<file path="config.mk">
export PLATFORM = sky130hd
export DESIGN_NAME = result_stage
export DESIGN_NICKNAME = d
export VERILOG_FILES = /design/src/logic/core_pkg.sv /design/src/logic/result_stage.sv
export VERILOG_INCLUDE_DIRS = /design/src /design/src/logic
export SDC_FILE = /design/constraint.sdc
export NUM_CORES = 2
export LEC_CHECK = 0
export BUFFER_PORTS_ARGS = -buffer_cell sky130_fd_sc_hd__buf_2
export CAP_MARGIN = 40
export CORE_MARGIN = 1.5
export CORE_UTILIZATION = 40
export DETAILED_ROUTE_END_ITERATION = 10
export GPL_TIMING_DRIVEN = 0
export REMOVE_ABC_BUFFERS = 1
export SLEW_MARGIN = 10
export SYNTH_ARGS = -nofsm -noshare
export SYNTH_HDL_FRONTEND = slang
export SYNTH_SLANG_ARGS = --single-unit
</file>
<file path="constraint.sdc">
create_clock -name i_clk -period 19.5 [get_ports i_clk]
set_input_delay 4.875 -clock i_clk [delete_from_list [all_inputs] [get_ports i_clk]]
set_output_delay 4.875 -clock i_clk [all_outputs]
set_load 0.005 [all_outputs]
</file>
<file path="src/logic/core_defs.svh">
// Integer pipeline definitions

`ifndef CORE_DEFS_SVH
`define CORE_DEFS_SVH

// --------------------
// Widths and sizes.
// --------------------
`define XLEN        64
`define INSTR_W     32
`define REG_ADDR_W  5
`define NUM_REGS    32
`define SHAMT_W     6

// --------------------
// Major opcodes.
// --------------------
`define OPC_OP      7'b0110011
`define OPC_OP_IMM  7'b0010011
`define OPC_LUI     7'b0110111

// --------------------
// Funct3 encodings.
// --------------------
`define FUNCT3_ADD_SUB  3'b000
`define FUNCT3_SLL      3'b001
`define FUNCT3_SLT      3'b010
`define FUNCT3_SLTU     3'b011
`define FUNCT3_XOR      3'b100
`define FUNCT3_SR       3'b101
`define FUNCT3_OR       3'b110
`define FUNCT3_AND      3'b111

// Funct7 for plain and alternate (SUB, SRA) forms.
`define FUNCT7_BASE     7'b0000000
`define FUNCT7_ALT      7'b0100000

`endif

</file>
<file path="src/logic/core_pkg.sv">
// Integer pipeline types

`include "core_defs.svh"

package core_pkg;

    // --------------------
    // Vector types.
    // --------------------
    typedef logic [`XLEN-1:0]       xlen_t;
    typedef logic [`INSTR_W-1:0]    instr_t;
    typedef logic [`REG_ADDR_W-1:0] reg_addr_t;

    // ALU operations with PASS_B for LUI.
    typedef enum logic [3:0] {
        ALU_ADD,
        ALU_SUB,
        ALU_AND,
        ALU_OR,
        ALU_XOR,
        ALU_SLT,
        ALU_SLTU,
        ALU_SLL,
        ALU_SRL,
        ALU_SRA,
        ALU_PASS_B
    } alu_op_e;

    // --------------------
    // Stage packets.
    // --------------------
    typedef struct packed {
        logic      valid;
        reg_addr_t rd;
        reg_addr_t rs1;
        reg_addr_t rs2;
        logic      use_imm;
        xlen_t     imm;
        alu_op_e   alu_op;
        logic      reg_we;
        xlen_t     rs1_data;
        xlen_t     rs2_data;
    } dec_pkt_t;

    // Shared by execute and result outputs.
    typedef struct packed {
        logic      valid;
        reg_addr_t rd;
        xlen_t     data;
    } wb_pkt_t;

endpackage

</file>
<file path="src/logic/result_stage.sv">
// Result register and register file

`timescale 1ns/100ps

`include "core_defs.svh"

module result_stage import core_pkg::*; (
    input  logic      i_clk,
    input  logic      i_rst_n,
    input  wb_pkt_t   i_exe,
    input  reg_addr_t i_rs1_addr,
    input  reg_addr_t i_rs2_addr,
    output xlen_t     o_rs1_data,
    output xlen_t     o_rs2_data,
    output wb_pkt_t   o_res
);

    xlen_t s_regs [`NUM_REGS];

    // Reads x0 as zero and bypasses a same-edge write.
    function automatic xlen_t read_port(
        input reg_addr_t addr,
        input wb_pkt_t   wr,
        input xlen_t     stored
    );
        if (addr == '0) begin
            return '0;
        end
        if (wr.valid && (wr.rd == addr)) begin
            return wr.data;
        end
        return stored;
    endfunction

    // --------------------
    // Result register.
    // --------------------
    always_ff @(posedge i_clk) begin
        o_res <= i_exe;
        if (!i_rst_n) begin
            o_res.valid <= 1'b0;
        end
    end

    // --------------------
    // Register file.
    // --------------------
    always_ff @(posedge i_clk) begin
        if (!i_rst_n) begin
            for (int i = 0; i < `NUM_REGS; i++) begin
                s_regs[i] <= '0;
            end
        end else if (o_res.valid) begin
            s_regs[o_res.rd] <= o_res.data;
        end
    end

    // Read ports for decode.
    assign o_rs1_data = read_port(i_rs1_addr, o_res, s_regs[i_rs1_addr]);
    assign o_rs2_data = read_port(i_rs2_addr, o_res, s_regs[i_rs2_addr]);

endmodule

</file>
==> reports/metrics.cfg <==
[sta]
period_needed_ps=14320
fin_skew_ps=98.3
finalCritPeriodShare_pct=73.4
slew_viol_final=0
grt_setup_unrepaired=no
hold_viol_final=0
tightest_slew_ps=1020
finalSetupViolCount=0
setup_ws_ps=5180
relSlewSlack_pct=31.8
max_freq_mhz=69.8
fin_hold_ws_ps=685

[logic_synthesis]
ys_seq_area_share_pct=56.8
synthCells=7461
netlist.top_cell.by_area=edfxtp_1
syn_area_mm2=0.111
synth.area.top_cells=edfxtp_1, mux4_2, and2_1, mux2i_1, clkbuf_1
synth_edf_count=2048
synth_top_area_share_pct=55.5
yosysWarnings=0
ys_async_sr_fraction_pct=0
ys_ff_latch=2118
synth_ff_type=edfxtp_1
syn_avg_cell_area_um2=14.8
ys_types=62

[cts]
cts_buffers=242
clock-sinks=2118
cts_tree=built
clk_path_buf_depth=4
post-cts-setup-buffer-count=0
cts_resized=0
clk_pin_slew_ps=50
cts_root_buffer=clkbuf_16
h-tree-depth=4
clock_latency_ps=970
postCtsHoldBufs=0

[layout]
fillers=22779
final_cell_mix=and2_1, edfxtp_1, mux4_2
layout-drive-gt1-share_pct=27.5
fin_nets=7774
final_common_cell=and2_1
area_growth_pct=19.6
post-route-util_pct=48.2

[floorplan]
row_count=192
die_w_um=529
die_area_mm2=0.280
fp.coreArea_mm2=0.275
die_h_um=529
initial_core_util_pct=40.3
pin_count=280

[power]
p_leak_nw=49.2
power_density_mw_per_mm2=82.9
p_total_mw=11.0
vdd.ir_drop.worst_uv=74.7

[drt]
met1Wirelength_mm=157
met2WireLength_mm=203
drt_iter0_markers=12240
drc=0
drtPass1Iterations=7
ant_nets=0
vias=76564
avgViaCountPerCell=6.61
top_layer=met5
routedWlPerCell_um=38.7
dr_wl_met3_mm=59.2
wl_mm=449

[global_routing]
overflow=0
grt_max_degree=86
grt_usage_pct=31.6
grt_antenna_before_repair=39
grt_pass1_vias=75764
grt_first_pass_wirelength_mm=613

[worst_hold_path]
hold_end=s_regs[16][60]
whs_path_depth=1
hp-class=flip-flop to flip-flop
hold_start=o_res[60]

[critical_path]
r2r-start=o_res[69]
r2r_end=s_regs[13][0]
worstSetupPathType=input port to output pin
arrival_ps=9440
critPathCaptureType=output pin
worstSetupStartpointType=input port
r2r_slack_ps=16010
reg2reg_depth=8
worstPathMaxFanout=55
required_ps=14620

[flow_run]
maxCapViolCount=0

[place]
hpwl_mm=301
io_buffers=279
pre_cts_ws_ps=5360
place.gp.congestion=0.777

[status]
status=complete, no violations

-- worst max-delay path by stage --
stage	from	end	slack, ps	depth (start not counted)
6_report	i_rs2_addr[2]	o_rs2_data[12]	5180	13
5_1_grt	i_rs2_addr[2]	o_rs2_data[60]	5210	14
4_1_cts	i_rs2_addr[2]	o_rs2_data[30]	5330	13
3_5_place_dp	i_rs2_addr[2]	o_rs2_data[30]	5360	13
3_3_place_gp	i_rs1_addr[0]	o_rs1_data[26]	-37790	8
2_1_floorplan	i_rs2_addr[3]	o_rs2_data[2]	6230	4
-- cells in the mapped netlist (all sizes together), types with 3 or more instances --
cell,count
a2111oi,38
a211o,23
a211oi,20
a21o,37
a21oi,70
a221o,12
a221oi,52
a22o,9
a22oi,120
a31oi,38
a32o,23
and2,2052
and3,5
and4,3
buf,238
clkbuf,559
dfxtp,70
edfxtp,2048
inv,3
mux2,66
mux2i,372
mux4,865
nand2,60
nand2b,7
nand3,30
nand3b,5
nor2,189
nor2b,9
nor3,22
nor4,3
o211ai,19
o21a,3
o21ai,120
o221a,6
o221ai,43
o22ai,187
or3,3
or3b,3
xor2,8
-- layout make-up --
| class | instances | area, um2 | share of cell area, % |
|---|---|---|---|
| clock buffer | 291 | 6370 | 4.81 |
| inverter | 4 | 17.5 | 0.0132 |
| sequential | 2118 | 62900 | 47.5 |
| tap | 3686 | 4610 | 3.48 |
| clock inverter | 137 | 1230 | 0.928 |
| timing repair buffer | 784 | 12200 | 9.18 |
| multi-input combinational | 4542 | 45100 | 34.0 |
| antenna | 27 | 67.6 | 0.0510 |
-- metal layers --
metal	GRT usage, %	vias up
li1	-	29311
met1	39.8	39384
met2	48.7	6262
met3	9.04	1587
met4	18.4	20
met5	0	-
-- report_power, final --
group          switching (mW)  internal, mW  total [mW]
clock                    1.93          2.59        4.52
combinational           0.761         0.513        1.27
sequential             0.0765          5.10        5.18
total                    2.77          8.21        11.0
-- registers in the layout (all words and copies together) (netlist names) --
name,cells
s_regs,2048
o_res,70
-- through the flow --
stage | setup TNS, ps | cell area [um2] | cells
after floorplan | 0 | 107000 | 6664
after detailed placement | 0 | 125000 | 11131
after CTS | 0 | 132000 | 11559
final | 0 | 132000 | 11589
after global routing | 0 | 132000 | 11566
after global placement | -5679070 | 113000 | 10629
-- logic make-up after synthesis --
| family | Yosys count | share of synthesized area (%) |
|---|---|---|
| xor+xnor | 10 | 0.0791 |
| flops | 2118 | 56.8 |
| buf+inv | 801 | 3.29 |
| mux | 1303 | 21.6 |
| compound gates | 828 | 5.23 |
| simple gates | 2401 | 13.0 |
-- worst max-delay path, cell delays in order --
cell and delay [ps]:
buf_8 170, buf_16 250, buf_16 240, nor2_4 760, buf_16 260, buf_12 250
nor4b_1 510, nand2b_4 860, buf_12 300, a2111oi_1 80, buf_1 250, a21o_1 240
buf_2 130
No activity file was read; power rests on OpenSTA's default activity.
