===== src/logic/core_defs.svh =====
// Integer pipeline definitions

`ifndef CORE_DEFS_SVH
`define CORE_DEFS_SVH

// --------------------
// Widths and sizes.
// --------------------
`define XLEN        64
`define INSTR_W     32
`define REG_ADDR_W  5
`define NUM_REGS    32
`define SHAMT_W     6

// --------------------
// Major opcodes.
// --------------------
`define OPC_OP      7'b0110011
`define OPC_OP_IMM  7'b0010011
`define OPC_LUI     7'b0110111

// --------------------
// Funct3 encodings.
// --------------------
`define FUNCT3_ADD_SUB  3'b000
`define FUNCT3_SLL      3'b001
`define FUNCT3_SLT      3'b010
`define FUNCT3_SLTU     3'b011
`define FUNCT3_XOR      3'b100
`define FUNCT3_SR       3'b101
`define FUNCT3_OR       3'b110
`define FUNCT3_AND      3'b111

// Funct7 for plain and alternate (SUB, SRA) forms.
`define FUNCT7_BASE     7'b0000000
`define FUNCT7_ALT      7'b0100000

`endif


===== src/logic/core_pkg.sv =====
// Integer pipeline types

`include "core_defs.svh"

package core_pkg;

    // --------------------
    // Vector types.
    // --------------------
    typedef logic [`XLEN-1:0]       xlen_t;
    typedef logic [`INSTR_W-1:0]    instr_t;
    typedef logic [`REG_ADDR_W-1:0] reg_addr_t;

    // ALU operations with PASS_B for LUI.
    typedef enum logic [3:0] {
        ALU_ADD,
        ALU_SUB,
        ALU_AND,
        ALU_OR,
        ALU_XOR,
        ALU_SLT,
        ALU_SLTU,
        ALU_SLL,
        ALU_SRL,
        ALU_SRA,
        ALU_PASS_B
    } alu_op_e;

    // --------------------
    // Stage packets.
    // --------------------
    typedef struct packed {
        logic      valid;
        reg_addr_t rd;
        reg_addr_t rs1;
        reg_addr_t rs2;
        logic      use_imm;
        xlen_t     imm;
        alu_op_e   alu_op;
        logic      reg_we;
        xlen_t     rs1_data;
        xlen_t     rs2_data;
    } dec_pkt_t;

    // Shared by execute and result outputs.
    typedef struct packed {
        logic      valid;
        reg_addr_t rd;
        xlen_t     data;
    } wb_pkt_t;

endpackage


===== src/logic/decode_stage.sv =====
// Instruction decode stage

`timescale 1ns/100ps

`include "core_defs.svh"

module decode_stage import core_pkg::*; (
    input  logic      i_clk,
    input  logic      i_rst_n,
    input  logic      i_instr_valid,
    input  instr_t    i_instr,
    input  xlen_t     i_rs1_data,
    input  xlen_t     i_rs2_data,
    output reg_addr_t o_rs1_addr,
    output reg_addr_t o_rs2_addr,
    output dec_pkt_t  o_dec
);

    // --------------------
    // Instruction fields.
    // --------------------
    logic [6:0] s_opcode;
    logic [2:0] s_funct3;
    logic [6:0] s_funct7;
    reg_addr_t  s_rd;
    xlen_t      s_imm_i;
    xlen_t      s_imm_u;

    // Decoded controls.
    alu_op_e  s_alu_op;
    logic     s_use_imm;
    xlen_t    s_imm;
    logic     s_supported;
    logic     s_funct7_ok;
    dec_pkt_t s_dec_next;

    assign s_opcode   = i_instr[6:0];
    assign s_rd       = i_instr[11:7];
    assign s_funct3   = i_instr[14:12];
    assign o_rs1_addr = i_instr[19:15];
    assign o_rs2_addr = i_instr[24:20];
    assign s_funct7   = i_instr[31:25];

    // Sign extended I and U immediates.
    assign s_imm_i = {{(`XLEN-12){i_instr[31]}}, i_instr[31:20]};
    assign s_imm_u = {{(`XLEN-32){i_instr[31]}}, i_instr[31:12], 12'b0};

    // Alternate funct7 only exists for SUB and SRA.
    assign s_funct7_ok = (s_funct7 == `FUNCT7_BASE) ||
                         ((s_funct7 == `FUNCT7_ALT) &&
                          ((s_funct3 == `FUNCT3_ADD_SUB) || (s_funct3 == `FUNCT3_SR)));

    always_comb begin
        s_alu_op    = ALU_ADD;
        s_use_imm   = 1'b0;
        s_imm       = s_imm_i;
        s_supported = 1'b0;
        case (s_opcode)
            `OPC_OP: begin
                s_supported = s_funct7_ok;
                case (s_funct3)
                    `FUNCT3_ADD_SUB: s_alu_op = s_funct7[5] ? ALU_SUB : ALU_ADD;
                    `FUNCT3_SLL:     s_alu_op = ALU_SLL;
                    `FUNCT3_SLT:     s_alu_op = ALU_SLT;
                    `FUNCT3_SLTU:    s_alu_op = ALU_SLTU;
                    `FUNCT3_XOR:     s_alu_op = ALU_XOR;
                    `FUNCT3_SR:      s_alu_op = s_funct7[5] ? ALU_SRA : ALU_SRL;
                    `FUNCT3_OR:      s_alu_op = ALU_OR;
                    default:         s_alu_op = ALU_AND;
                endcase
            end
            `OPC_OP_IMM: begin
                s_use_imm   = 1'b1;
                s_supported = 1'b1;
                case (s_funct3)
                    `FUNCT3_ADD_SUB: s_alu_op = ALU_ADD;
                    `FUNCT3_SLT:     s_alu_op = ALU_SLT;
                    `FUNCT3_XOR:     s_alu_op = ALU_XOR;
                    `FUNCT3_OR:      s_alu_op = ALU_OR;
                    `FUNCT3_AND:     s_alu_op = ALU_AND;
                    // Immediate shifts and SLTIU are not kept.
                    default:         s_supported = 1'b0;
                endcase
            end
            `OPC_LUI: begin
                s_use_imm   = 1'b1;
                s_imm       = s_imm_u;
                s_alu_op    = ALU_PASS_B;
                s_supported = 1'b1;
            end
            default: s_supported = 1'b0;
        endcase
    end

    // Packet with the register file data read this cycle.
    always_comb begin
        s_dec_next.valid    = i_instr_valid;
        s_dec_next.rd       = s_rd;
        s_dec_next.rs1      = o_rs1_addr;
        s_dec_next.rs2      = o_rs2_addr;
        s_dec_next.use_imm  = s_use_imm;
        s_dec_next.imm      = s_imm;
        s_dec_next.alu_op   = s_alu_op;
        s_dec_next.reg_we   = s_supported && (s_rd != '0);
        s_dec_next.rs1_data = i_rs1_data;
        s_dec_next.rs2_data = i_rs2_data;
    end

    always_ff @(posedge i_clk) begin
        o_dec <= s_dec_next;
        if (!i_rst_n) begin
            o_dec.valid <= 1'b0;
        end
    end

endmodule


===== config.mk =====
export PLATFORM = sky130hd
export DESIGN_NAME = decode_stage
export DESIGN_NICKNAME = d
export VERILOG_FILES = /design/src/logic/core_pkg.sv /design/src/logic/decode_stage.sv
export VERILOG_INCLUDE_DIRS = /design/src /design/src/logic
export SDC_FILE = /design/constraint.sdc
export NUM_CORES = 1
export LEC_CHECK = 0
export BUFFER_PORTS_ARGS = -buffer_cell sky130_fd_sc_hd__buf_2
export CAP_MARGIN = 20
export CELL_PAD_IN_SITES_DETAIL_PLACEMENT = 1
export CELL_PAD_IN_SITES_GLOBAL_PLACEMENT = 1
export CORE_AREA = 2 2 152 154
export CTS_CLUSTER_DIAMETER = 80
export DETAILED_ROUTE_END_ITERATION = 10
export DIE_AREA = 0 0 154 156
export GPL_ROUTABILITY_DRIVEN = 0
export GPL_TIMING_DRIVEN = 0
export PLACE_DENSITY = 0.69
export SLEW_MARGIN = 25
export SYNTH_ARGS = -nofsm -noshare
export SYNTH_HDL_FRONTEND = slang
export SYNTH_SLANG_ARGS = --single-unit

===== constraint.sdc =====
create_clock -name i_clk -period 3.3 [get_ports i_clk]
set_input_delay 0.33 -clock i_clk [delete_from_list [all_inputs] [get_ports i_clk]]
set_output_delay 0.33 -clock i_clk [all_outputs]
set_load 0.01 [all_outputs]

==> flow_summary.toml, run 1 <==
[route]
wl_um = 20600
final_antenna_net_count = 0
drtIter0Drc = 147
post-route-drc-count = 0
drt_pass1_iterations = 4
wl_met3_um = 1490
met1_length_um = 7640
viasPerCell = 3.73
vias = 4206
top_layer_used = "met4"
wl_met2_um = 11000
wl_per_cell_um = 18.3

[floorplan]
die_w_um = 154
die-area_um2 = 24000
die_h_um = 156
rows = 55
ioPinCount = 387
start_util = 0.200
core_um2 = 22400

[power]
power.leakage_nw = 4.35
power_density_nw_per_um2 = 579
total_power_w = 0.00497
ir_worst_vdd_mv = 0.272

[place]
port_buffers = 384
placed_cell_area_um2 = 6740
dpl.hpwl_um = 14000

[grt]
grtUsageTotal = 0.165
grt_pass1_vias = 4569
grt_max_degree = 34
grt_overflow_total = 0
grt_pass1_wl_um = 29000
grt_antenna_before_repair = 0

[cells_and_area]
largest_reg_flops = 182
nets = 992
finish.utilization = 0.384
top_regs = "o_dec: 182 flops"
stdcell_area_um2 = 8590
area_growth_pct = 92.6
drive_above_1_share = 0.559
regMostFlops = "o_dec"
final_cell_mix = "buf_2 (392), dfxtp_1 (181), dlygate4sd3_1 (125)"
layout_commonest_cell = "buf_2"

[cts]
cts_tree = "done"
cts_resized = 0
clk_pin_slew_ns = 0.08
post_cts_buffers = 0
clk_path_buf_depth = 2
htreeDepth = 4
clock-sinks = 182
cts_root_buf = "clkbuf_16"
cts_inserted_buffers = 17
postCtsHoldBufs = 125

[sta]
slew_viol_final = 0
setup_viol = 0
worstMarginPinSlew_ns = 0.546
min_period_ns = 1.76
max_clock_freq_mhz = 570
rsz0062_at_grt = "no"
report.final.hold_viol_count = 0
relSlewSlack = 0.636
min_period_over_period = 0.532
fin_tns_setup_ns = 0

[critical_path]
crit_path_end_kind = "output pin"
critical_path.top_delay_family = "flip-flops"
required_ns = 2.97
slowest_delay_ns = 0.68
path_buf_inv = 2
critPathMaxFanout = 33
path_class = "register to output pin"
critPathArrivalTime_ns = 1.43
cp-start-kind = "register"
cpMaxStageDelayCell = "dfxtp_2"
crit_chain = "buf_4, buf_2"

[synthesis]
synth_cells = 301
synth_cell_types = 25
synth_flop_cell = "dfxtp_1"
syn_avg_cell_area_um2 = 14.8
synth_fp_nets = 464
synth_edf_count = 0
synth_area_um2 = 4460
synth_seq_area_share = 0.816
yosys_warnings = 0
yosys-top-cells-area = "dfxtp_1 (82%), buf_4 (7.1%), a21o_1 (3.2%)"
synth_area_leader_cell = "dfxtp_1"
synth.ff_latch_count = 182
ys_async_sr_fraction = 0
yosys.area.top_type_share = 0.816

[job]
drv_cap = 0

[min_path]
hold_class = "primary input to register"

[outcome]
status = "finished clean"
==> layer usage <==
metal | vias to the layer above | GRT usage
met3 | 35 | 0.0544
met1 | 1989 | 0.178
li1 | 1979 | -
met4 | 0 | 0.0605
met5 | - | 0
met2 | 203 | 0.301
==> kinds of logic after synthesis <==
| group | Yosys count | synth area share |
|---|---|---|
| DFF | 182 | 0.816 |
| buffers and inverters | 52 | 0.0813 |
| and+or+nand+nor | 36 | 0.0535 |
| AOI/OAI and AO/OA | 30 | 0.0465 |
| muxes | 1 | 0.00224 |
==> Yosys cell counts, types with 2 or more instances <==
master / instances
buf_2: 8
o21ai_0: 2
nor2b_1: 14
nor3b_1: 2
a21o_1: 19
dfxtp_1: 182
or2_2: 2
nand2_1: 3
a31oi_1: 2
or4_1: 2
buf_4: 42
nor3_1: 3
nor2_1: 5
a21oi_1: 4
==> per-stage QoR <==
step | setup WS, ns | hold WS, ns | cells
2_1_floorplan | 1.88 | 0.358 | 301
5_1_grt | 1.42 | 0.00132 | 1127
3_5_place_dp | 1.58 | 0.434 | 970
3_3_place_gp | 1.62 | 0.433 | 970
6_report | 1.54 | 0.0244 | 1128
4_1_cts | 1.16 | 0.00245 | 1127
==> cell type report <==
type                    instances  area [um^2]
diodes                          1         2.50
plain buffers                  50          355
clock buffers                  18          429
clock inverters                14          169
fillers                      2540        13800
inverters                       2         7.51
multi-input cells              67          457
flip-flops and latches        182         3640
well taps                     285          357
repair buffers                509         3170
==> final timing paths <==
kind | start | slack (ns) | end | cells past startpoint
worst max-delay path | o_dec[164] | 1.54 | o_dec[178] | 2
worst min-delay path | i_rs1_data[35] | 0.02 | o_dec[99] | 1
==> power breakdown <==
part	total [W]	internal, W	switching (W)
clock	0.00206	0.00103	0.00103
combinational	0.000561	0.000307	0.000254
sequential	0.00235	0.00231	0.0000392
No activity file was read; power rests on OpenSTA's default activity.
==> run 2, diff against run 1 <==
- CORE_AREA: 2 2 152 154 -> 2 2 148 150
- DIE_AREA: 0 0 154 156 -> 0 0 150 152
- PLACE_DENSITY: 0.69 -> 0.74
- clock period: 3.3 -> 1.6 ns (I/O delays scaled with it)
==> flow_summary.toml, run 2 (same netlist as run 1, synthesis figures left out) <==
[critical_path]
path_depth = 6
path_class = "primary input to register"
crit_chain = "dlygate4sd3_1, buf_2, or4_4, nor3_2, nor3b_1, nor3_2"
slowest_delay_ns = 0.57
crit_path_start = "i_instr[28]"
critical_path.top_delay_family = "simple AND/OR/NAND/NOR gates"
critPathMaxFanout = 3
cpMaxStageDelayCell = "or4_4"
critPathArrivalTime_ns = 1.85
cpMostUsedCell = "nor3_2"
crit_end = "o_dec[128]"
crit_path_end_kind = "register"
path_buf_inv = 2
cp-start-kind = "primary input"
required_ns = 1.93

[cells_and_area]
fill_cells = 2443
final_cell_mix = "buf_2 (392), dfxtp_1 (181), dlygate4sd3_1 (152)"
nets = 1019
drive_above_1_share = 0.544
area_growth_pct = 98.4
layout_commonest_cell = "buf_2"
largest_reg_flops = 182
regMostFlops = "o_dec"
top_regs = "o_dec: 182 flops"

[route]
post-route-drc-count = 0
wl_per_cell_um = 17.9
vias = 4330
drt_pass1_iterations = 4
viasPerCell = 3.77
final_antenna_net_count = 0
wl_um = 20600
drtIter0Drc = 158

[floorplan]
die_h_um = 152
rows = 54
die_w_um = 150
die-area_um2 = 22800
start_util = 0.209
ioPinCount = 387
core_um2 = 21400

[grt]
grt_antenna_before_repair = 2
grt_overflow_total = 0
grtUsageTotal = 0.179
grt_max_degree = 34
grt_pass1_wl_um = 30100
grt_pass1_vias = 4926

[place]
dp_slack_ns = 0.0413
port_buffers = 384
dpl.hpwl_um = 12700

[sta]
rsz0062_at_grt = "no"
setup_viol = 0
max_clock_freq_mhz = 655
min_period_over_period = 0.955
fin_tns_setup_ns = 0
min_period_ns = 1.53
worstMarginPinSlew_ns = 0.350
slew_viol_final = 0
report.final.hold_viol_count = 0
fin_ws_ns = 0.0728
relSlewSlack = 0.767
whs_ns = 0.0219

[cts]
clock-sinks = 182
post_cts_buffers = 0
cts_tree = "done"
htreeDepth = 4
clk_path_buf_depth = 2
cts_root_buf = "clkbuf_16"
cts_inserted_buffers = 17
clk_pin_slew_ns = 0.07

[power]
ir_worst_vdd_mv = 0.734
power_density_nw_per_um2 = 1150
power.leakage_nw = 4.46
total_power_w = 0.0102

[job]
drv_cap = 0

[outcome]
status = "finished clean"

[min_path]
hold_class = "primary input to register"
[run 2: worst min path at each step]
stage / end / from / cells past startpoint
detailed placement: o_dec[24] / i_rs2_data[24] / 1
CTS: o_dec[162] / i_instr[29] / 2
global route: o_dec[162] / i_instr[29] / 2
finish: o_dec[162] / i_instr[29] / 2
global placement: o_dec[61] / i_rs2_data[61] / 1
floorplan: o_dec[0] / i_rs2_data[0] / 0
[run 2: area by class of cell]
class | count | area [um^2] | share of cell area
Sequential cell | 182 | 3650 | 0.412
Buffer | 50 | 355 | 0.0401
Antenna cell | 1 | 2.50 | 0.000283
Inverter | 2 | 7.51 | 0.000848
Clock buffer | 18 | 429 | 0.0485
Tap cell | 280 | 350 | 0.0396
Multi-Input combinational cell | 67 | 465 | 0.0526
Clock inverter | 14 | 155 | 0.0175
Timing Repair Buffer | 536 | 3440 | 0.389
[run 2: repair_timing]
| item | in CTS | in global routing |
|---|---|---|
| resized for setup | 2 | 2 |
| endpoints found under the hold margin | 164 | 0 |
| hold buffers | 152 | 0 |
| endpoints found under the setup margin | 33 | 1 |
[run 2: routing by layer]
| layer | global-route usage | routed length [um] | share of wire | up-vias |
|---|---|---|---|---|
| li1 | - | - | - | 2036 |
| met1 | 0.175 | 7220 | 0.35 | 2090 |
| met2 | 0.346 | 11600 | 0.56 | 163 |
| met3 | 0.0556 | 1160 | 0.056 | 39 |
| met4 | 0.0678 | 581 | 0.028 | 2 |
| met5 | 0 | 9 | 0.00044 | - |
[run 2: power breakdown]
group / switching [W] / total [W] / internal (W)
clock: 0.00200 / 0.00410 / 0.00210
combinational: 0.000525 / 0.00120 / 0.000677
sequential: 0.0000882 / 0.00486 / 0.00477
[run 2: stage by stage]
stage	instances	utilization	instance area [um^2]
after global placement	965	0.315	6740
after detailed placement	965	0.315	6740
after floorplan	301	-	4460
after CTS	1149	0.414	8840
after global routing	1150	0.415	8860
final	1150	0.415	8860
